`config.mk`:
```
export PLATFORM = sky130hd
export DESIGN_NAME = mipsSystem
export DESIGN_NICKNAME = d
export VERILOG_FILES = /design/src/mipsPkg.sv /design/src/mipsControl.sv /design/src/mipsAlu.sv /design/src/mipsRegFile.sv /design/src/mipsCpu.sv /design/src/mipsFetch.sv /design/src/mipsDataMem.sv /design/src/mipsSystem.sv
export SDC_FILE = /design/constraint.sdc
export NUM_CORES = 1
export LEC_CHECK = 0
export BUFFER_PORTS_ARGS = -buffer_cell sky130_fd_sc_hd__buf_2
export CAP_MARGIN = 0
export CORE_ASPECT_RATIO = 2
export CORE_MARGIN = 8
export CORE_UTILIZATION = 45
export DETAILED_ROUTE_END_ITERATION = 16
export GPL_TIMING_DRIVEN = 0
export HOLD_SLACK_MARGIN = 0.02
export PLACE_DENSITY = 0.94
export SYNTH_ARGS = -nofsm -noshare
export SYNTH_HDL_FRONTEND = slang
export SYNTH_SLANG_ARGS = --single-unit
export TNS_END_PERCENT = 1
```
`constraint.sdc`:
```
create_clock -name clk -period 3.4 [get_ports clk]
set_clock_uncertainty 0.2 [all_clocks]
set_input_delay 0.34 -clock clk [delete_from_list [all_inputs] [get_ports clk]]
set_output_delay 0.34 -clock clk [all_outputs]
set_load 0.01 [all_outputs]
```
`src/program.hex`:
```
// one 32-bit instruction word per line, in hex, starting at byte address 0
// the text after each word gives its byte address and assembly
20010005 // 00: addi $1, $0, 5
2002FFFD // 04: addi $2, $0, -3
00221820 // 08: add  $3, $1, $2
00222022 // 0c: sub  $4, $1, $2
00222824 // 10: and  $5, $1, $2
00223025 // 14: or   $6, $1, $2
0041382A // 18: slt  $7, $2, $1
0022402A // 1c: slt  $8, $1, $2
00210020 // 20: add  $0, $1, $1
20090007 // 24: addi $9, $0, 7
AC230003 // 28: sw   $3, 3($1)
8C0A0008 // 2c: lw   $10, 8($0)
11430001 // 30: beq  $10, $3, 38
200B0063 // 34: addi $11, $0, 99
10220001 // 38: beq  $1, $2, 40
14220001 // 3c: bne  $1, $2, 44
200B0063 // 40: addi $11, $0, 99
14210001 // 44: bne  $1, $1, 4c
0C000016 // 48: jal  58
08000018 // 4c: j    60
200B0063 // 50: addi $11, $0, 99
200B0063 // 54: addi $11, $0, 99
200C0001 // 58: addi $12, $0, 1
03E00008 // 5c: jr   $31
08000018 // 60: j    60
```
`src/mipsPkg.sv`:
```
`default_nettype none

package mipsPkg;

  typedef logic [31:0] word_t;
  typedef logic [4:0]  regAddr_t;
  typedef logic [15:0] imm16_t;

  // primary opcode field, bits 31:26
  typedef enum logic [5:0] {
    opR    = 6'h00,
    opJ    = 6'h02,
    opJal  = 6'h03,
    opBeq  = 6'h04,
    opBne  = 6'h05,
    opAddi = 6'h08,
    opLw   = 6'h23,
    opSw   = 6'h2b
  } opcode_t;

  // funct field of R-type, bits 5:0
  typedef enum logic [5:0] {
    fnJr  = 6'h08,
    fnAdd = 6'h20,
    fnSub = 6'h22,
    fnAnd = 6'h24,
    fnOr  = 6'h25,
    fnSlt = 6'h2a
  } funct_t;

  typedef enum logic [2:0] {
    aluAdd = 3'd0,
    aluSub = 3'd1,
    aluAnd = 3'd2,
    aluOr  = 3'd3,
    aluSlt = 3'd4
  } aluOp_t;

  typedef struct packed {
    logic   memToReg;
    logic   memWrite;
    logic   branchEq;
    logic   branchNe;
    logic   aluSrcImm;
    logic   regDstRd;
    logic   regWrite;
    logic   jump;
    logic   link;
    logic   jumpReg;
    aluOp_t aluOp;
  } ctrl_t;

  // one retired instruction as seen on the trace port
  typedef struct packed {
    word_t    pc;
    word_t    instr;
    logic     regWe;
    regAddr_t regAddr;
    word_t    regData;
    logic     memWe;
    word_t    memAddr;
    word_t    memData;
  } commit_t;

  localparam word_t    resetPc   = 32'h0000_0000;
  localparam int       imemWords = 64;
  localparam int       dmemWords = 64;
  localparam regAddr_t linkReg   = 5'd31;

endpackage

`default_nettype wire

```
`src/mipsControl.sv`:
```
`default_nettype none

module mipsControl import mipsPkg::*; (
  input  word_t instr,
  output ctrl_t ctrl
);

  always_comb begin
    // unknown encodings fall through as a no-op
    ctrl = '0;
    case (opcode_t'(instr[31:26]))
      opR: begin
        ctrl.regDstRd = 1'b1;
        ctrl.regWrite = 1'b1;
        case (funct_t'(instr[5:0]))
          fnAdd: ctrl.aluOp = aluAdd;
          fnSub: ctrl.aluOp = aluSub;
          fnAnd: ctrl.aluOp = aluAnd;
          fnOr:  ctrl.aluOp = aluOr;
          fnSlt: ctrl.aluOp = aluSlt;
          fnJr: begin
            // jr only redirects, nothing written back
            ctrl.regWrite = 1'b0;
            ctrl.jumpReg  = 1'b1;
          end
          default: ctrl = '0;
        endcase
      end
      opAddi: begin
        ctrl.aluSrcImm = 1'b1;
        ctrl.regWrite  = 1'b1;
        ctrl.aluOp     = aluAdd;
      end
      opLw: begin
        ctrl.aluSrcImm = 1'b1;
        ctrl.memToReg  = 1'b1;
        ctrl.regWrite  = 1'b1;
        ctrl.aluOp     = aluAdd;
      end
      opSw: begin
        ctrl.aluSrcImm = 1'b1;
        ctrl.memWrite  = 1'b1;
        ctrl.aluOp     = aluAdd;
      end
      opBeq: begin
        ctrl.branchEq = 1'b1;
        ctrl.aluOp    = aluSub;
      end
      opBne: begin
        ctrl.branchNe = 1'b1;
        ctrl.aluOp    = aluSub;
      end
      opJ: ctrl.jump = 1'b1;
      opJal: begin
        ctrl.jump     = 1'b1;
        ctrl.link     = 1'b1;
        ctrl.regWrite = 1'b1;
      end
      default: ctrl = '0;
    endcase
  end

endmodule

`default_nettype wire

```
`src/mipsAlu.sv`:
```
`default_nettype none

module mipsAlu import mipsPkg::*; (
  input  word_t  a,
  input  word_t  b,
  input  aluOp_t op,
  output word_t  result,
  output logic   zero
);

  always_comb begin
    case (op)
      aluAdd: result = a + b;
      aluSub: result = a - b;
      aluAnd: result = a & b;
      aluOr:  result = a | b;
      // signed compare, result is 0 or 1
      aluSlt: begin
        if ($signed(a) < $signed(b)) begin
          result = 32'd1;
        end else begin
          result = 32'd0;
        end
      end
      default: result = '0;
    endcase
  end

  // branches compare through the sub result
  assign zero = (result == '0);

endmodule

`default_nettype wire

```
`src/mipsRegFile.sv`:
```
`default_nettype none

module mipsRegFile import mipsPkg::*; (
  input  logic     clk,
  input  logic     arstN,
  input  regAddr_t rAddr1,
  input  regAddr_t rAddr2,
  input  regAddr_t wAddr,
  input  word_t    wData,
  input  logic     we,
  output word_t    rData1,
  output word_t    rData2
);

  // $zero has no storage
  word_t regs [1:31];

  always_ff @(posedge clk or negedge arstN) begin
    if (!arstN) begin
      for (int i = 1; i < 32; i++) begin
        regs[i] <= '0;
      end
    end else if (we && (wAddr != '0)) begin
      regs[wAddr] <= wData;
    end
  end

  assign rData1 = (rAddr1 == '0) ? '0 : regs[rAddr1];
  assign rData2 = (rAddr2 == '0) ? '0 : regs[rAddr2];

endmodule

`default_nettype wire

```
`src/mipsCpu.sv`:
```
`default_nettype none

module mipsCpu import mipsPkg::*; (
  input  logic     arstN,
  input  word_t    pc,
  input  word_t    instr,
  output word_t    pcNext,
  output regAddr_t rfRAddr1,
  output regAddr_t rfRAddr2,
  output regAddr_t rfWAddr,
  output word_t    rfWData,
  output logic     rfWe,
  input  word_t    rfRData1,
  input  word_t    rfRData2,
  output word_t    dmAddr,
  output word_t    dmWData,
  output logic     dmWe,
  input  word_t    dmRData,
  output commit_t  trace
);

  ctrl_t    ctrl;
  regAddr_t rs;
  regAddr_t rt;
  regAddr_t rd;
  imm16_t   imm;
  word_t    immExt;
  word_t    aluB;
  word_t    aluResult;
  logic     aluZero;
  word_t    pcPlus4;
  word_t    pcBranch;
  word_t    pcJump;
  logic     branchTaken;

  // instruction fields
  assign rs  = instr[25:21];
  assign rt  = instr[20:16];
  assign rd  = instr[15:11];
  assign imm = instr[15:0];

  mipsControl control0 (
    .instr (instr),
    .ctrl  (ctrl)
  );

  assign immExt = {{16{imm[15]}}, imm};
  assign aluB   = ctrl.aluSrcImm ? immExt : rfRData2;

  mipsAlu alu0 (
    .a      (rfRData1),
    .b      (aluB),
    .op     (ctrl.aluOp),
    .result (aluResult),
    .zero   (aluZero)
  );

  // register file side
  assign rfRAddr1 = rs;
  assign rfRAddr2 = rt;
  assign rfWAddr  = ctrl.link ? linkReg : (ctrl.regDstRd ? rd : rt);
  assign rfWData  = ctrl.link ? pcPlus4 : (ctrl.memToReg ? dmRData : aluResult);
  // no writes while reset is held
  assign rfWe     = ctrl.regWrite & arstN;

  // data memory side
  assign dmAddr  = aluResult;
  assign dmWData = rfRData2;
  assign dmWe    = ctrl.memWrite & arstN;

  // next pc
  assign pcPlus4     = pc + 32'd4;
  assign pcBranch    = pcPlus4 + {immExt[29:0], 2'b00};
  assign pcJump      = {pcPlus4[31:28], instr[25:0], 2'b00};
  assign branchTaken = (ctrl.branchEq & aluZero) | (ctrl.branchNe & ~aluZero);

  always_comb begin
    if (ctrl.jumpReg) begin
      pcNext = rfRData1;
    end else if (ctrl.jump) begin
      pcNext = pcJump;
    end else if (branchTaken) begin
      pcNext = pcBranch;
    end else begin
      pcNext = pcPlus4;
    end
  end

  // commit record of this cycle's instruction
  always_comb begin
    trace.pc      = pc;
    trace.instr   = instr;
    trace.regWe   = rfWe;
    trace.regAddr = rfWAddr;
    trace.regData = rfWData;
    trace.memWe   = dmWe;
    trace.memAddr = dmAddr;
    trace.memData = dmWData;
  end

endmodule

`default_nettype wire

```
`src/mipsFetch.sv`:
```
`default_nettype none

module mipsFetch import mipsPkg::*; (
  input  logic  clk,
  input  logic  arstN,
  input  word_t pcNext,
  output word_t pc,
  output word_t instr
);

  word_t rom [imemWords];

  initial begin
    $readmemh("/design/src/program.hex", rom);
  end

  // program counter, one instruction per cycle
  always_ff @(posedge clk or negedge arstN) begin
    if (!arstN) begin
      pc <= resetPc;
    end else begin
      pc <= pcNext;
    end
  end

  // word index, byte offset dropped
  assign instr = rom[pc[$clog2(imemWords)+1:2]];

endmodule

`default_nettype wire

```
`src/mipsDataMem.sv`:
```
`default_nettype none

module mipsDataMem import mipsPkg::*; (
  input  logic  clk,
  input  word_t addr,
  input  word_t wData,
  input  logic  we,
  output word_t rData
);

  word_t mem [dmemWords];

  // word index from the bits above the byte offset
  logic [$clog2(dmemWords)-1:0] wordIdx;

  assign wordIdx = addr[$clog2(dmemWords)+1:2];

  always_ff @(posedge clk) begin
    if (we) begin
      mem[wordIdx] <= wData;
    end
  end

  // read is asynchronous
  assign rData = mem[wordIdx];

endmodule

`default_nettype wire

```
`src/mipsSystem.sv`:
```
`default_nettype none

module mipsSystem import mipsPkg::*; (
  input  logic    clk,
  input  logic    arstN,
  output commit_t trace
);

  word_t    pc;
  word_t    pcNext;
  word_t    instr;
  regAddr_t rfRAddr1;
  regAddr_t rfRAddr2;
  regAddr_t rfWAddr;
  word_t    rfWData;
  logic     rfWe;
  word_t    rfRData1;
  word_t    rfRData2;
  word_t    dmAddr;
  word_t    dmWData;
  logic     dmWe;
  word_t    dmRData;

  mipsFetch fetch0 (
    .clk    (clk),
    .arstN  (arstN),
    .pcNext (pcNext),
    .pc     (pc),
    .instr  (instr)
  );

  mipsCpu cpu0 (
    .arstN    (arstN),
    .pc       (pc),
    .instr    (instr),
    .pcNext   (pcNext),
    .rfRAddr1 (rfRAddr1),
    .rfRAddr2 (rfRAddr2),
    .rfWAddr  (rfWAddr),
    .rfWData  (rfWData),
    .rfWe     (rfWe),
    .rfRData1 (rfRData1),
    .rfRData2 (rfRData2),
    .dmAddr   (dmAddr),
    .dmWData  (dmWData),
    .dmWe     (dmWe),
    .dmRData  (dmRData),
    .trace    (trace)
  );

  mipsRegFile regFile0 (
    .clk    (clk),
    .arstN  (arstN),
    .rAddr1 (rfRAddr1),
    .rAddr2 (rfRAddr2),
    .wAddr  (rfWAddr),
    .wData  (rfWData),
    .we     (rfWe),
    .rData1 (rfRData1),
    .rData2 (rfRData2)
  );

  mipsDataMem dataMem0 (
    .clk   (clk),
    .addr  (dmAddr),
    .wData (dmWData),
    .we    (dmWe),
    .rData (dmRData)
  );

endmodule

`default_nettype wire

```
### Word-level counts from Yosys, hierarchy flattened

Memory sizes are Yosys's and may differ from the RTL's.
Cells that the tools add are included.

| operators by class | value |
|---|---|
| add/subtract/negate cells | 4 |
| $lt $le $gt $ge | 5 |
| equality and inequality tests | 17 |
| multiplexer cells | 38 |
| bitwise operators | 11 |
| reduce and logical (&&, ||, !) cells | 14 |

Operators with widths:

| operator | number |
|---|---|
| bitwise mux 992 bit | 1 |
| two-way mux 32 bit | 13 |
| binary-select mux 32 bit (select 5 bit) | 2 |
| demux 32 bit (select 5 bit) | 1 |
| case mux 32 bit (5 select lines) | 1 |
| equality test 6 bit (both inputs constant) | 7 |
| adder 32 x 3 -> 32 bit (second input constant) | 1 |
| adder 32 bit | 1 |
| adder 32 bit (second input constant) | 1 |
| AND 32 bit | 1 |
| zero test 32 bit | 1 |
| < comparator 32 bit | 1 |
| bitwise OR 32 bit | 1 |
| subtractor 32 bit | 1 |
| greater-or-equal comparator 6 bit (second input constant) | 3 |
| equality test 6 x 2 -> 1 bit (both inputs constant) | 2 |
| equality test 6 x 3 -> 1 bit (both inputs constant) | 2 |
| equality test 6 x 4 -> 1 bit (both inputs constant) | 2 |
| NOT 5 -> 6 bit (first input constant) | 2 |
| case mux 1 bit (2 select lines) | 6 |
| case mux 3 bit (4 select lines) | 1 |
| zero test 5 bit (first input constant) | 2 |
| two-way mux 1 bit | 10 |
| two-way mux 5 bit | 2 |
| other kinds (17) | 24 |

| storage, ports and cells | value |
|---|---|
| register bits after elaboration | 1,024 |
| bits in writable memories | 2,048 |
| bits of input ports | 2 |
| output and inout port bits | 167 |
| logic and storage cells | 122 |
| memories kept | 1 |

Memories:

| name | words | bits a word | read ports | clocked after Yosys merged registers in | write ports | line | RTL |
|---|---|---|---|---|---|---|---|
| dataMem0.mem | 64 | 32 | 1 | 0 | 1 | mipsDataMem.sv:11 | `word_t mem [dmemWords];` |

### Logic depth before layout (Yosys ltp)

| depth | value |
|---|---|
| depth after elaboration | 16 |
| gate-level depth with buffers | 5 |
| depth with buffers taken out | 5 |

### Hierarchy

Synthesis repeated with hierarchy kept, for this count alone.

| second synthesis, totals | value |
|---|---|
| cell total of the unflattened synthesis | 9,564 |
| area, all modules | 143,371.3 um^2 |

By module, submodules not included:

| module | times used | cells an instance | area an instance (um^2) | sequential area each (um^2) |
|---|---|---|---|---|
| mipsDataMem | 1 | 4,207 | 78,287.6 | 61,499.0 |
| mipsRegFile | 1 | 3,624 | 53,000.8 | 24,823.8 |
| mipsCpu | 1 | 826 | 5,587.9 | 0.0 |
| mipsAlu | 1 | 804 | 5,228.8 | 0.0 |
| mipsFetch | 1 | 65 | 1,044.8 | 800.8 |
| mipsControl | 1 | 38 | 221.5 | 0.0 |

### Worst setup path after synthesis

OpenSTA, ideal clock, no wires.

| timing | value |
|---|---|
| kind | register -> register |
| start | register fetch0.pc[2] |
| end | register fetch0.pc[30] |
| setup time | 0.125 ns |
| arrival time | 1.350 ns |
| data required time | 3.075 ns |
| slack | 1.725 ns |
| stages on the path, launching flop included | 6 |
| path buffers | 0 |
| period minus slack after synthesis | 1.675 ns |
| path through | dfrtp_1 -> ha_1 -> inv_1 -> nor3_4 -> nand4_1 -> xnor2_1 |

| between the ends | value |
|---|---|
| longest elaborated chain between the ends | 5 |

RTL lines:

| element | line | RTL |
|---|---|---|
| start: declaration | mipsFetch.sv:7 | `output word_t pc,` |
| start signal: assignment | mipsFetch.sv:20 | `pc <= resetPc;` |
| start signal: assignment | mipsFetch.sv:22 | `pc <= pcNext;` |
| adder 32 x 3 -> 32 bit | mipsCpu.sv:72 | `assign pcPlus4 = pc + 32'd4;` |
| adder 32 bit | mipsCpu.sv:73 | `assign pcBranch = pcPlus4 + {immExt[29:0], 2'b00};` |
| named net cpu0.pcBranch[30] | mipsCpu.sv:32 | `word_t pcBranch;` |
| two-way mux 32 bit | mipsCpu.sv:82 | `end else if (branchTaken) begin` |
| two-way mux 32 bit | mipsCpu.sv:80 | `end else if (ctrl.jump) begin` |
| two-way mux 32 bit | mipsCpu.sv:78 | `if (ctrl.jumpReg) begin` |

The timed path passes the listed nets, and every way through them passes these cells. The select of a mux whose other input is x is not followed.
A chain may end at the register's enable or synchronous reset.

### Worst setup path after layout

Ends and elaborated chain as after synthesis.

==> reports/summary.log <==
INFO  cts            clk_lat_worst_skew=280ps
INFO  yosys          yosysWarnings=0
INFO  detailed_routing num_vias=1720
INFO  yosys          yosysUniqueCellTypes=18
INFO  cts            path_clk_slew=60ps
INFO  critical_path  critical_path.cell_chain=ha_1 -> inv_1 -> nor3_4 -> nand4_1 -> xnor2_1
INFO  global_route   grt.total_usage=0.129
INFO  critical_path  setup.worst_path.start_class=register
INFO  floorplanning  core_area=5090µm²
INFO  detailed_routing post_drt_via_cell_ratio=3.57
INFO  detailed_routing postRouteWirelength=5290µm
INFO  detailed_routing detail_route.drc_violations=0
INFO  critical_path  worst-endpoint-arrival=1810ps
INFO  flow_run       drv_cap=0
INFO  floorplanning  pin_count=169
INFO  min_path       hold_path.class=register to register
INFO  cts            cts_tree=built
INFO  floorplanning  die_area=7940µm²
INFO  sta            worst-slew-pin-transition=681ps
INFO  layout         sequential_cell_area=751µm²
INFO  sta            setup_violations=0
INFO  yosys          seq_area_frac_synth=0.319
INFO  critical_path  cp_max_stage_delay=410ps
INFO  detailed_routing top_layer_used=met4
INFO  yosys          netlist_area=2350µm²
INFO  sta            max_slew_margin=0.546
INFO  detailed_routing antenna_violating_nets_post_route=0
INFO  floorplanning  floorplan.die.height=118µm
INFO  global_route   grt_remaining_overflow=0
INFO  layout         multi_input_area=1070µm²
INFO  pwr            post-layout-total-power=0.000856W
INFO  cts            cts_sinks=30
INFO  yosys          cells_after_synth=248
INFO  sta            final_period_minus_worst_setup_slack=1840ps
INFO  layout         largest_register_ff_count=30
INFO  detailed_routing number_of_optimization_iterations_in_the_first_detailed_route_pass=4
INFO  layout         max_flop_register=fetch0.pc
INFO  critical_path  setup.worst_path.end_class=register
INFO  pwr            vdd_ir_drop_max=0.214mV
INFO  layout         final_layout_size_suffix_gt1_frac=0.427
INFO  pwr            power.density_cell_area=268nW/µm²
INFO  detailed_routing routedLengthMet1=1540µm
INFO  layout         layout.cells.most_common_list=sky130_fd_sc_hd__buf_4, sky130_fd_sc_hd__conb_1, sky130_fd_sc_hd__buf_2
INFO  cts            number_of_instances_resized_during_post_cts_repair=0
INFO  floorplanning  rows=37
INFO  critical_path  required=3360ps
INFO  placed_design  gp_routability_congestion=0.754
INFO  layout         mostFrequentLayoutCell=sky130_fd_sc_hd__buf_4
INFO  global_route   grt_max_degree=31
INFO  detailed_routing dr_wl_met3=1080µm
INFO  floorplanning  die_width=67.2µm
INFO  sta            timing.final.crit_share=0.542
INFO  layout         nets_final=426
INFO  critical_path  critical_path.max_fanout=10
INFO  global_route   grt_antenna_before_repair=0
INFO  detailed_routing detail_route.wl_per_cell=11.0µm
INFO  global_route   grt_first_pass_wirelength=8200µm
INFO  min_path       worst_hold_path.num_cells=1
INFO  floorplanning  initial_standard_cell_utilization_of_the_core=0.462
INFO  layout         fillerInstances=430
INFO  sta            drv_slew=0
INFO  layout         largest_registers=fetch0.pc: 30 flops
INFO  pwr            cellLeakagePower=2.01nW
INFO  layout         antenna_cells_inserted=0
INFO  yosys          syn_avg_cell_area=9.49µm²
INFO  placed_design  dp_hpwl=4620µm
INFO  cts            cts.htree.levels=2
INFO  sta            report.final.hold_viol_count=0
INFO  cts            tritoncts.num_buffers=5
INFO  critical_path  worst_path_max_delay_cell=sky130_fd_sc_hd__dfrtp_1
INFO  cts            clockBufferDepth=2
INFO  global_route   first_global_vias=1812
INFO  sta            unrepaired_setup_endpoints_after_global_routing=no
INFO  cts            clock-root-buffer=sky130_fd_sc_hd__clkbuf_8
INFO  placed_design  io_buffer_count=31
INFO  sta            fin_setup_tns=0ps
INFO  outcome        outcome=completed
INFO  critical_path  ff2ff_path_depth=5
INFO  sta            fmax=0.543GHz
INFO  layout         area_growth_syn_to_fin=35.7%
INFO  detailed_routing detail_route.iter0.violations=49
INFO  yosys          ys_seq_elements=30
INFO  detailed_routing routed-wl-met2=2570µm
INFO  critical_path  setup.worst_path.class=register to register
## cell type report
| class | count | area share |
|---|---|---|
| plain buffers | 138 | 0.324 |
| flip-flops and latches | 30 | 0.235 |
| clock buffers | 7 | 0.0270 |
| well taps | 58 | 0.0227 |
| repair buffers | 32 | 0.0517 |
| inverters | 2 | 0.00235 |
| clock inverters | 1 | 0.00157 |
| multi-input cells | 214 | 0.335 |
## synthesized netlist by cell type
library cell	instances	area, µm²
sky130_fd_sc_hd__nor3_4	2	32.5
sky130_fd_sc_hd__dfrtp_1	30	751
sky130_fd_sc_hd__xnor2_1	26	228
sky130_fd_sc_hd__and2_1	4	25.0
sky130_fd_sc_hd__nor3_2	1	10.0
sky130_fd_sc_hd__nand4_2	1	12.5
sky130_fd_sc_hd__nand2_1	9	33.8
sky130_fd_sc_hd__nand3_1	12	60.1
sky130_fd_sc_hd__conb_1	1	3.75
sky130_fd_sc_hd__and3_1	5	31.3
sky130_fd_sc_hd__and4_1	2	17.5
sky130_fd_sc_hd__ha_1	1	12.5
sky130_fd_sc_hd__xor2_1	2	17.5
sky130_fd_sc_hd__buf_4	138	1040
sky130_fd_sc_hd__nand4_1	10	62.6
sky130_fd_sc_hd__and4_2	1	10.0
sky130_fd_sc_hd__inv_1	2	7.51
sky130_fd_sc_hd__nor2_1	1	3.75
## per-stage QoR
stage | instances | hold WS (ps) | area [µm²] | util | worst slack (ps)
6_report | 482 | 290 | 3190 | 0.627 | 1560
3_3_place_gp | 473 | 199 | 3090 | 0.607 | 1530
5_1_grt | 482 | 309 | 3190 | 0.627 | 1400
4_1_cts | 482 | 290 | 3190 | 0.627 | 1520
3_5_place_dp | 473 | 213 | 3090 | 0.607 | 1540
2_1_floorplan | 384 | -156 | 2870 | - | 1720
## per-layer routing
layer	vias up	GRT usage
met5	-	0
met1	715	0.114
met4	0	0.0567
li1	870	-
met3	8	0.0861
met2	127	0.217
## timing repair
item	in CTS	in global routing
endpoints found under the setup margin	0	0
hold buffers	1	0
endpoints found under the hold margin	30	0
buffers inserted	0	0
## worst paths after layout
path	startpoint	endpoint	slack, ps
max	fetch0.pc[2]$_DFF_PN0_	fetch0.pc[30]$_DFF_PN0_	1560
min	fetch0.pc[30]$_DFF_PN0_	fetch0.pc[30]$_DFF_PN0_	290
max reg2reg	fetch0.pc[2]$_DFF_PN0_	fetch0.pc[30]$_DFF_PN0_	1560
min reg2reg	fetch0.pc[30]$_DFF_PN0_	fetch0.pc[30]$_DFF_PN0_	290
max in group asynchronous	arstN	fetch0.pc[31]$_DFF_PN0_	2120
min in group asynchronous	arstN	fetch0.pc[23]$_DFF_PN0_	430
## worst max-delay path: cells and delay by family, from the launching register on
kind	cells	cell delay, ps
buf+inv	1	100
fa+ha+maj	1	280
xor+xnor	1	160
flops	1	410
simple gates	2	580
## where the power goes
part	total (W)	internal, W	switching (W)
clock	0.000294	0.000163	0.000131
sequential	0.000357	0.000357	0
combinational	0.000204	0.000103	0.000102
## logic make-up (layout without fill, tap and decap cells)
group | Yosys count | in the layout | synth area share
XOR/XNOR | 28 | 28 | 0.104
adder cells (fa/ha/maj) | 1 | 1 | 0.00531
buffers and inverters | 140 | 180 | 0.443
flip-flops | 30 | 30 | 0.319
other | 1 | 137 | 0.00159
AND/OR/NAND/NOR | 48 | 48 | 0.127
No activity file was read; power rests on OpenSTA's default activity.
